**src/hw/prod_buf_pkg.sv**
```systemverilog
`default_nettype none

// shared types for the two-lane product buffer
package prod_buf_pkg;

    // operand and product widths
    localparam int OPERAND_W = 16;
    localparam int PRODUCT_W = 2 * OPERAND_W;

    // one multiplier input
    typedef logic [OPERAND_W-1:0] operand_t;

    // one product, also one memory word
    typedef logic [PRODUCT_W-1:0] product_t;

    // lane sequencing
    // idle    nothing stored, waiting for the first pair
    // fill    products going into the lane region
    // full    whole block stored, waiting for block_read
    // drain   block streaming back out
    typedef enum logic [1:0] {
        LANE_IDLE  = 2'b00,
        LANE_FILL  = 2'b01,
        LANE_FULL  = 2'b10,
        LANE_DRAIN = 2'b11
    } lane_state_t;

endpackage

`default_nettype wire
```
**src/hw/mem_arbiter.sv**
```systemverilog
`default_nettype none

// round-robin arbiter for the shared memory port
// one grant per cycle
// lane index forms the top address bit
module mem_arbiter #(
    parameter int LOGDEPTH = 6
) (
    input  logic                   clk,
    input  logic                   rst,
    input  logic [1:0]             req,
    input  logic [1:0]             we,
    input  logic [LOGDEPTH-1:0]    addr [2],
    input  prod_buf_pkg::product_t wdata [2],
    output logic [1:0]             gnt,
    output logic                   ram_en,
    output logic                   ram_we,
    output logic [LOGDEPTH:0]      ram_addr,
    output prod_buf_pkg::product_t ram_wdata
);

    // lane favoured on the next tie
    // starts at lane 0
    logic rr_ptr;
    // winning lane
    logic sel;

    always_comb begin
        if (req == 2'b11) begin
            gnt = rr_ptr ? 2'b10 : 2'b01;
        end else begin
            gnt = req;
        end
    end

    assign sel = gnt[1];

    // winner's fields to the ram
    assign ram_en    = |gnt;
    assign ram_we    = ram_en && we[sel];
    assign ram_addr  = {sel, addr[sel]};
    assign ram_wdata = wdata[sel];

    // next tie goes to the lane not granted last
    always_ff @(posedge clk) begin
        if (rst) begin
            rr_ptr <= 1'b0;
        end else if (ram_en) begin
            rr_ptr <= !sel;
        end
    end

    // back-to-back ties never go to the same lane twice
    a_tie_alternates: assert property (
        @(posedge clk) disable iff (rst)
        (req == 2'b11 && $past(req) == 2'b11) |-> gnt != $past(gnt)
    );

endmodule

`default_nettype wire

```
**config.mk**
```make
export PLATFORM = sky130hd
export DESIGN_NAME = mem_arbiter
export DESIGN_NICKNAME = d
export VERILOG_FILES = /design/src/hw/prod_buf_pkg.sv /design/src/hw/mem_arbiter.sv
export SDC_FILE = /design/constraint.sdc
export NUM_CORES = 1
export LEC_CHECK = 0
export BUFFER_PORTS_ARGS = -buffer_cell sky130_fd_sc_hd__clkbuf_2
export CAP_MARGIN = 10
export CORE_UTILIZATION = 21
export CTS_CLUSTER_SIZE = 40
export DETAILED_ROUTE_END_ITERATION = 16
export GPL_ROUTABILITY_DRIVEN = 0
export GPL_TIMING_DRIVEN = 1
export PLACE_DENSITY = 0.78
export SETUP_SLACK_MARGIN = 0.3
export SLEW_MARGIN = 20
export SYNTH_ARGS = -nofsm -noshare
export SYNTH_HDL_FRONTEND = slang
export SYNTH_SLANG_ARGS = --single-unit
export TNS_END_PERCENT = 50
```
**constraint.sdc**
```tcl
create_clock -name clk -period 1.3 [get_ports clk]
set_input_delay 0.195 -clock clk [delete_from_list [all_inputs] [get_ports clk]]
set_output_delay 0.195 -clock clk [all_outputs]
set_load 0.1 [all_outputs]
```
==> metrics <==
status complete, but fails checks; failing checks negative setup slack; worst setup margin -0.149 ns; synthesized area per cell 11.2 um2; biggest regs rr_ptr: 1 flops; Final Hold Vio Count 0; area of the die 3000 um2; Slowest cell on crit path mux2_4; Rel. slew slack 88.2%; final setup fails 39; final std cells w/o fill 211; flops & latches, synth 1; routed vias/inst 4.70; Area Overhead vs Synth 269%; largest net degree at the start of global routing 17; Final Cycle Share 111%; Post-CTS Hold Buffers 0; Area contributors post-synth mux2_2 56%, mux2_4 23%, dfxtp_1 3.4%, buf_8 2.6%, nand2b_4 2.4%; storage element area 21.3 um2; data arrival time of the critical path 1.25 ns; FP Rows 18; first-pass GRT wire length 4330 um; DR pass1 iterations 4; Critical Path Start Type flop; die height 54.8 um; Synth cell types 15; Main synth FF type dfxtp_1; syn_nets 134; crit path buf inv count 2; Top delay family on crit path buffers and inverters; critical path peak fanout 7; clock skew 0 ns; I/O Buffers 124; sequential element share of the synthesized area 3.43%; starting density of the core 23.0%; area leader, netlist mux2_2; Post-synth top cells 29 x mux2_2, 9 x mux2_4, 2 x buf_2; crit path kind reg2out; final wirelength 3470 um; crit path time final 1.45 ns; CP peak stage delay 0.32 ns; P_leak 0.00121 uW; All-Layer GR Usage 19.7%; pre-CTS setup slack -0.151 ns; 1st-iter DRT viols 12; Max Freq 690 MHz; Max Cap Violations 0; routed len/inst 16.5 um; Largest Register rr_ptr; number of global-route vias before repair 999; Yosys top cell area share 55.9%; Vias 992; share of cells above drive strength 1 98.9%; core box area 2540 um2; EDFF count, synth 0; Yosys warning total 0; Mapped Cells 52; Detailed Place HPWL 2840 um; max reg flops 1; r2r setup slk 0.42 ns; crit end category primary output; GRT overflow 0; synthesized area 584 um2; area of the multi-input gates 662 um2; initial antenna violation count 0; Final nets 265; Clk pin slew, worst setup/hold paths 0 ns; Design Power 1880 uW; Final Max Tran Viols 0; pwr dens 874 nW/um2; CP cell instances nand2b_4 > nand2_8 > clkbuf_16 > mux2_4 > buf_12; DRC errors left 0; final setup TNS -4.63 ns; layout filler cell count 143; most frequent cell after synthesis mux2_2; I/O Pins 125; DP Cell Count 209; RSZ-0062 raised after global routing true; Worst-Margin Slew 0.176 ns; diodes inserted 0; antenna-violating nets left 0; VDD IR-drop max 0.737 mV; Synth async-reset ratio 0%; WP data required 1.11 ns; clock latency on the worst-skew pair 0 ns; Hold Crit Class in2reg; Setup Buffers After CTS 0; worst hold slack 0.376 ns; die width 54.8 um
==> per-stage QoR <==
stage                     instance area, um2  util (%)
after CTS                               2070      81.2
after detailed placement                2040      80.1
after global placement                  2040      80.1
after global routing                    2150      84.7
final                                   2150      84.7
after floorplan                          739         -
==> power by group <==
| group | leakage (uW) | internal [uW] | total [uW] | switching, uW |
|---|---|---|---|---|
| clock | 0 | 0 | 0 | 0 |
| combinational | 0.00120 | 750 | 1850 | 1100 |
| sequential | 0.00000860 | 34.1 | 35.5 | 1.39 |
==> metal layers <==
metal | vias up | wire length [um] | global-route usage [%]
met5 | - | 0 | 0
met4 | 0 | 27 | 1.71
met3 | 2 | 327 | 2.78
met2 | 72 | 2030 | 42.8
met1 | 466 | 1090 | 19.4
li1 | 452 | - | -
==> worst paths after layout <==
check        startpoint             to  depth (start not counted)
min                 rst         rr_ptr                          2
min reg2reg      rr_ptr         rr_ptr                          2
max reg2reg      rr_ptr         rr_ptr                          3
max              rr_ptr  ram_wdata[19]                          5
==> layout make-up <==
type	instances	share of cell area [%]
Timing Repair Buffer	134	65.6
Multi-Input combinational cell	45	30.7
Tap cell	30	1.74
Sequential cell	1	0.987
Inverter	1	0.929
==> cells by family (layout without fill, tap and decap cells) <==
group                  after synthesis  count (layout)  synth area share, %
AND/OR/NAND/NOR                      4               4                 5.78
AO/OA/AOI/OAI                        3               3                 3.64
buffers and inverters                6             135                 8.14
flip-flops                           1               1                 3.43
multiplexers                        38              38                 79.0
==> cells in the final DEF, fill, tap and decap left out <==
| master | Yosys | final |
|---|---|---|
| mux2_4 | 9 | 38 |
| clkbuf_16 | 0 | 2 |
| or2b_1 | 1 | 1 |
| a21oi_1 | 1 | 1 |
| nand2b_4 | 1 | 1 |
| buf_6 | 1 | 1 |
| nand2_8 | 0 | 1 |
| buf_4 | 1 | 5 |
| inv_16 | 0 | 1 |
| a22o_4 | 0 | 1 |
| or2_4 | 0 | 1 |
| clkbuf_2 | 0 | 80 |
| a21boi_4 | 0 | 1 |
| buf_12 | 0 | 45 |
| dfxtp_2 | 0 | 1 |
| clkbuf_8 | 0 | 1 |
==> what timing repair did <==
item	CTS	global route
pin swaps	1	1
gates resized for setup	6	9
gates cloned	0	2
setup endpoints to repair	43	43
(Power assumes the default switching activity.)
