--- src/hw/prod_buf_pkg.sv ---
`default_nettype none

// shared types for the two-lane product buffer
package prod_buf_pkg;

    // operand and product widths
    localparam int OPERAND_W = 16;
    localparam int PRODUCT_W = 2 * OPERAND_W;

    // one multiplier input
    typedef logic [OPERAND_W-1:0] operand_t;

    // one product, also one memory word
    typedef logic [PRODUCT_W-1:0] product_t;

    // lane sequencing
    // idle    nothing stored, waiting for the first pair
    // fill    products going into the lane region
    // full    whole block stored, waiting for block_read
    // drain   block streaming back out
    typedef enum logic [1:0] {
        LANE_IDLE  = 2'b00,
        LANE_FILL  = 2'b01,
        LANE_FULL  = 2'b10,
        LANE_DRAIN = 2'b11
    } lane_state_t;

endpackage

`default_nettype wire
--- src/hw/mult_lane.sv ---
`default_nettype none

// one multiplier lane
// fills its memory region with products and streams it back on request
module mult_lane #(
    parameter int LOGDEPTH = 6
) (
    input  logic                   clk,
    input  logic                   rst,
    input  logic                   mult_en,
    input  prod_buf_pkg::operand_t op_a,
    input  prod_buf_pkg::operand_t op_b,
    output logic                   mult_rdy,
    input  logic                   block_read,
    output logic                   block_full,
    output logic                   rd_valid,
    output prod_buf_pkg::product_t rd_data,
    output logic                   mem_req,
    output logic                   mem_we,
    output logic [LOGDEPTH-1:0]    mem_addr,
    output prod_buf_pkg::product_t mem_wdata,
    input  logic                   mem_gnt,
    input  prod_buf_pkg::product_t mem_rdata
);
    import prod_buf_pkg::*;

    lane_state_t state;

    // operand register as the first stage
    operand_t op_a_q;
    operand_t op_b_q;
    logic     op_valid;

    // pending product slot waiting for the memory
    product_t pend_data;
    logic     pend_valid;

    // pairs accepted in this block
    // top bit set once the block is complete
    logic [LOGDEPTH:0] acc_cnt;
    logic [LOGDEPTH-1:0] wr_addr;
    // reads issued in this block
    // top bit set once all are granted
    logic [LOGDEPTH:0] rd_cnt;

    logic accept;
    logic pend_free;
    logic op_adv;
    logic wr_gnt;
    logic rd_req;
    logic rd_gnt;
    logic last_wr;
    logic last_rd;

    // slot frees up when empty or when its write is granted this cycle
    assign wr_gnt    = mem_gnt && pend_valid;
    assign pend_free = !pend_valid || wr_gnt;
    assign op_adv    = op_valid && pend_free;

    // ready only while filling with room downstream and the block not complete
    assign mult_rdy = (state == LANE_IDLE || state == LANE_FILL) && pend_free
                      && !acc_cnt[LOGDEPTH];
    assign accept   = mult_en && mult_rdy;

    // one read request per word while draining
    assign rd_req = (state == LANE_DRAIN) && !rd_cnt[LOGDEPTH];
    assign rd_gnt = mem_gnt && rd_req;

    assign last_wr = wr_gnt && (wr_addr == '1);
    // last word shows up after every read was granted
    assign last_rd = rd_valid && rd_cnt[LOGDEPTH];

    // memory request
    // a pending write and a read never overlap
    assign mem_req   = pend_valid || rd_req;
    assign mem_we    = pend_valid;
    assign mem_addr  = pend_valid ? wr_addr : rd_cnt[LOGDEPTH-1:0];
    assign mem_wdata = pend_data;

    assign block_full = (state == LANE_FULL);
    // read data is broadcast
    // rd_valid tags our own word
    assign rd_data    = mem_rdata;

    always_ff @(posedge clk) begin
        if (rst) begin
            state <= LANE_IDLE;
        end else begin
            case (state)
                LANE_IDLE: begin
                    if (accept) begin
                        state <= LANE_FILL;
                    end
                end
                LANE_FILL: begin
                    if (last_wr) begin
                        state <= LANE_FULL;
                    end
                end
                // block_read outside full is ignored
                LANE_FULL: begin
                    if (block_read) begin
                        state <= LANE_DRAIN;
                    end
                end
                LANE_DRAIN: begin
                    if (last_rd) begin
                        state <= LANE_IDLE;
                    end
                end
                default: state <= LANE_IDLE;
            endcase
        end
    end

    // operand register
    always_ff @(posedge clk) begin
        if (rst) begin
            op_valid <= 1'b0;
        end else if (accept) begin
            op_valid <= 1'b1;
        end else if (op_adv) begin
            op_valid <= 1'b0;
        end
    end

    always_ff @(posedge clk) begin
        if (accept) begin
            op_a_q <= op_a;
            op_b_q <= op_b;
        end
    end

    // multiply into the pending slot
    always_ff @(posedge clk) begin
        if (rst) begin
            pend_valid <= 1'b0;
        end else if (op_adv) begin
            pend_valid <= 1'b1;
        end else if (wr_gnt) begin
            pend_valid <= 1'b0;
        end
    end

    always_ff @(posedge clk) begin
        if (op_adv) begin
            pend_data <= product_t'(op_a_q) * product_t'(op_b_q);
        end
    end

    // counters
    always_ff @(posedge clk) begin
        if (rst || state == LANE_FULL) begin
            acc_cnt <= '0;
        end else if (accept) begin
            acc_cnt <= acc_cnt + 1'b1;
        end
    end

    // wraps back to zero after the last write of the block
    always_ff @(posedge clk) begin
        if (rst) begin
            wr_addr <= '0;
        end else if (wr_gnt) begin
            wr_addr <= wr_addr + 1'b1;
        end
    end

    always_ff @(posedge clk) begin
        if (rst || last_rd) begin
            rd_cnt <= '0;
        end else if (rd_gnt) begin
            rd_cnt <= rd_cnt + 1'b1;
        end
    end

    // ram returns data one cycle after the granted read
    always_ff @(posedge clk) begin
        if (rst) begin
            rd_valid <= 1'b0;
        end else begin
            rd_valid <= rd_gnt;
        end
    end

    // no write may leak into the drain phase
    a_no_write_in_drain: assert property (
        @(posedge clk) disable iff (rst)
        state == LANE_DRAIN |-> !mem_we
    );

    // a full block has nothing in flight and every address was written
    a_full_block_settled: assert property (
        @(posedge clk) disable iff (rst)
        state == LANE_FULL |-> !op_valid && !pend_valid && wr_addr == '0
    );

    // valid words only come back while this lane drains
    a_valid_in_drain: assert property (
        @(posedge clk) disable iff (rst)
        rd_valid |-> state == LANE_DRAIN
    );

endmodule

`default_nettype wire

--- config.mk ---
export PLATFORM = sky130hd
export DESIGN_NAME = mult_lane
export DESIGN_NICKNAME = d
export VERILOG_FILES = /design/src/hw/prod_buf_pkg.sv /design/src/hw/mult_lane.sv
export SDC_FILE = /design/constraint.sdc
export NUM_CORES = 1
export LEC_CHECK = 0
export ABC_AREA = 0
export BUFFER_PORTS_ARGS = -buffer_cell sky130_fd_sc_hd__buf_4
export CORE_MARGIN = 2
export CORE_UTILIZATION = 60
export DETAILED_ROUTE_END_ITERATION = 7
export GPL_ROUTABILITY_DRIVEN = 1
export MAX_ROUTING_LAYER = met4
export PLACE_DENSITY_LB_ADDON = 0.12
export SKIP_LAST_GASP = 1
export SYNTH_ARGS = -nofsm -noshare
export SYNTH_HDL_FRONTEND = slang
export SYNTH_SLANG_ARGS = --single-unit
export TNS_END_PERCENT = 30
--- constraint.sdc ---
create_clock -name clk -period 18.3 [get_ports clk]
set_clock_uncertainty 0.15 [all_clocks]
set_input_delay 0 -clock clk [delete_from_list [all_inputs] [get_ports clk]]
set_output_delay 0 -clock clk [all_outputs]
set_load 0.01 [all_outputs]
==> summary.txt <==
Global route
  – Vias in the first global route: 8802
  – Largest net degree at the start of global routing: 37
  – First-pass GRT wire length: 43220 µm
  – Initial antenna violation count: 0
  – Gr ovfl total: 0
  – Total track usage: 27.84%

Route
  – Drt first pass iters: 5
  – Drt wl/cell: 17.17 µm
  – Via Count: 8456
  – Drt first-iter violations: 454
  – Via/cell ratio: 5.383
  – Total wire length: 26970 µm
  – Detail Route Antenna Nets: 0
  – Drc violations: 0

Yosys
  – Yosys top cell area share: 32.65%
  – Main synth FF type: edfxtp_1
  – Yosys cell types: 51
  – Async S/R FF share, synth: 0%
  – Ys Warns: 0
  – Yosys reg bits: 89
  – Syn avg cell area: 9.799 µm²
  – Number of synthesized flops with an enable pin: 64
  – Post-synthesis sequential area ratio: 20.36%
  – Synth area leaders: fa_1, edfxtp_1, ha_1
  – Largest area contributor in the netlist: fa_1
  – Mapped Area: 11900 µm²
  – Net count after synthesis: 1588
  – Synthesized netlist cell count: 1214

Layout
  – Commonest non-fill, non-tap cell in the layout: inv_1
  – Most frequent cells in the layout: inv_1, fa_1, nand2_1
  – Area Overhead vs Synth: 12.97%
  – N_diodes: 0
  – Nets: 1675
  – Layout Cells excl Fill: 1571
  – Share of layout cells above drive strength 1: 9.112%

CTS
  – CTS resizes: 0
  – Clk slew on worst S/H paths: 80 ps
  – Clk sinks: 89
  – Htree depth: 3
  – Cts bufs inserted: 9
  – CTS tree: yes
  – CTS Buffer Depth: 2
  – Latest clock arrival within the worst-skew pair: 360 ps
  – Root buffer cell: clkbuf_16

STA
  – Final period utilization: 35.43%
  – RSZ-0062 raised after global routing: false
  – Fin crit period: 6484 ps
  – Max Slew Vio Count: 0
  – Slew @ Worst Pin: 756.1 ps
  – Hold slack: 198.6 ps
  – Fmax: 154.2 MHz
  – Final setup fails: 0
  – Slew headroom: 49.59%
  – Final Hold Fails: 0
  – Total negative slack: 0 ps

Die
  – FP Rows: 51
  – Core box area: 19460 µm²
  – Starting density of the core: 61.13%
  – I/O pin total: 144
  – Die area: 20970 µm²
  – Die width: 144.8 µm
  – Die Span Y: 144.8 µm

Critical path
  – Crit-path cells: nand2_1 > fa_1 > inv_1 > fa_1 > inv_1 > fa_1 > inv_1 > fa_1 > fa_1 > inv_1 > fa_1 > inv_1 > ha_1 > a21oi_1 > o221ai_1 > a31oi_1 > o21ai_0 > a21boi_0 > xnor2_1
  – Setup crit end kind: flip-flop
  – Arr. time, crit path: 6450 ps
  – Critical path's top delay family: adder cells
  – Worst Path Max Fanout: 16
  – Worst path slowest cell: edfxtp_1
  – FF-to-FF path depth: 19
  – CP peak stage delay: 810 ps
  – Setup crit start kind: flip-flop
  – RR Startpoint: op_b_q[7]
  – Required @ worst endpoint: 18270 ps
  – WP buf/inv: 5
  – Internal reg-to-reg setup slack: 11820 ps
  – Critical path type: flip-flop to flip-flop
  – RR Endpoint: mem_wdata[21]
  – WP depth: 19
  – CP most frequent cell: fa_1

Min path
  – Hold Path Origin: op_b[15]
  – HP Class: primary input to flip-flop
  – Endpoint, Worst Hold: op_b_q[15]
  – Hold path depth: 2

Flow run
  – Max_cap viols: 0

Place
  – Dpl cells: 1486
  – Hpwl dp: 20150 µm
  – Gp weighted congestion: 0.8771
  – # port buffers: 79

Status
  – Outcome: finished clean
registers in the layout, summed over array words and instances (netlist names):
register and count:
mem_wdata 32, op_a_q 16, op_b_q 16, acc_cnt 7
rd_cnt 7, wr_addr 6, state 2, mem_we 1
op_valid 1, rd_valid 1
worst register-to-register path, delay by kind of cell (launching register included):
kind                       cells  cell delay (ps)
AOI/OAI and AO/OA              5             1430
xor gates and xnor gates       1              100
adders and majority gates      7             3340
buffers and inverters          5              250
DFF                            1              810
and+or+nand+nor                1              170
synthesized netlist by cell type (all sizes together) (4+ instances only):
cell type / number
o21ai: 9
nand2: 162
nand4: 7
nand3: 11
nor2: 33
and2: 130
edfxtp: 64
xor2: 21
a211oi: 4
mux2: 6
buf: 37
inv: 241
a21o: 24
a21oi: 22
ha: 111
clkbuf: 39
a31oi: 7
fa: 194
and3: 5
dfxtp: 25
xnor2: 23
stage by stage:
step           util [%]  setup slack (ps)  cell area [µm²]
6_report          69.05             11820            13440
5_1_grt           69.05             11550            13440
4_1_cts           69.05             11920            13440
3_5_place_dp      63.93             11910            12440
3_3_place_gp      63.93             11940            12440
2_1_floorplan         -             12510            11900
repair_timing:
item / CTS / global route
setup buffers: 0 / 0
hold endpoints to repair: 82 / 0
hold buffers: 69 / 0
routing by layer:
metal | wire (µm) | up-vias | part of all wire [%] | track usage (%)
met2 | 14340 | 242 | 53 | 48.93
met3 | 1037 | 58 | 3.8 | 3.784
met5 | 0 | - | 0 | -
li1 | - | 3865 | - | -
met1 | 10890 | 4291 | 40 | 33.52
met4 | 698 | 0 | 2.6 | 8.533
cell families (layout without fill, tap and decap cells):
group                      Yosys count  count (layout)  share of synthesized area [%]
and+or+nand+nor                    361             361                          14.80
adders and majority gates          305             305                          44.32
DFF                                 89              89                          20.36
buffers and inverters              317             409                          11.06
AOI/OAI and AO/OA                   90              90                          5.480
xor gates and xnor gates            44              44                          3.239
muxes                                8               8                         0.7362
how the worst max path moves through the flow:
stage               from       endpoint  slack [ps]
2_1_floorplan  op_b_q[1]  mem_wdata[28]       12510
3_3_place_gp   op_b_q[7]  mem_wdata[21]       11940
3_5_place_dp   op_b_q[7]  mem_wdata[27]       11910
4_1_cts        op_b_q[7]  mem_wdata[27]       11920
5_1_grt        op_b_q[7]  mem_wdata[21]       11550
6_report       op_b_q[7]  mem_wdata[21]       11820
layout make-up:
cell class,count,area [µm²]
Timing Repair Buffer,152,1314
Tap cell,265,331.6
Sequential cell,89,2422
Clock buffer,9,225.2
Inverter,241,904.6
Clock inverter,7,81.33
Fill cell,1576,6023
Multi-Input combinational cell,808,8160
Power is left out: the tool's default activity adds up to more than one toggle a clock period on the data nets, which glitch-free logic cannot reach.
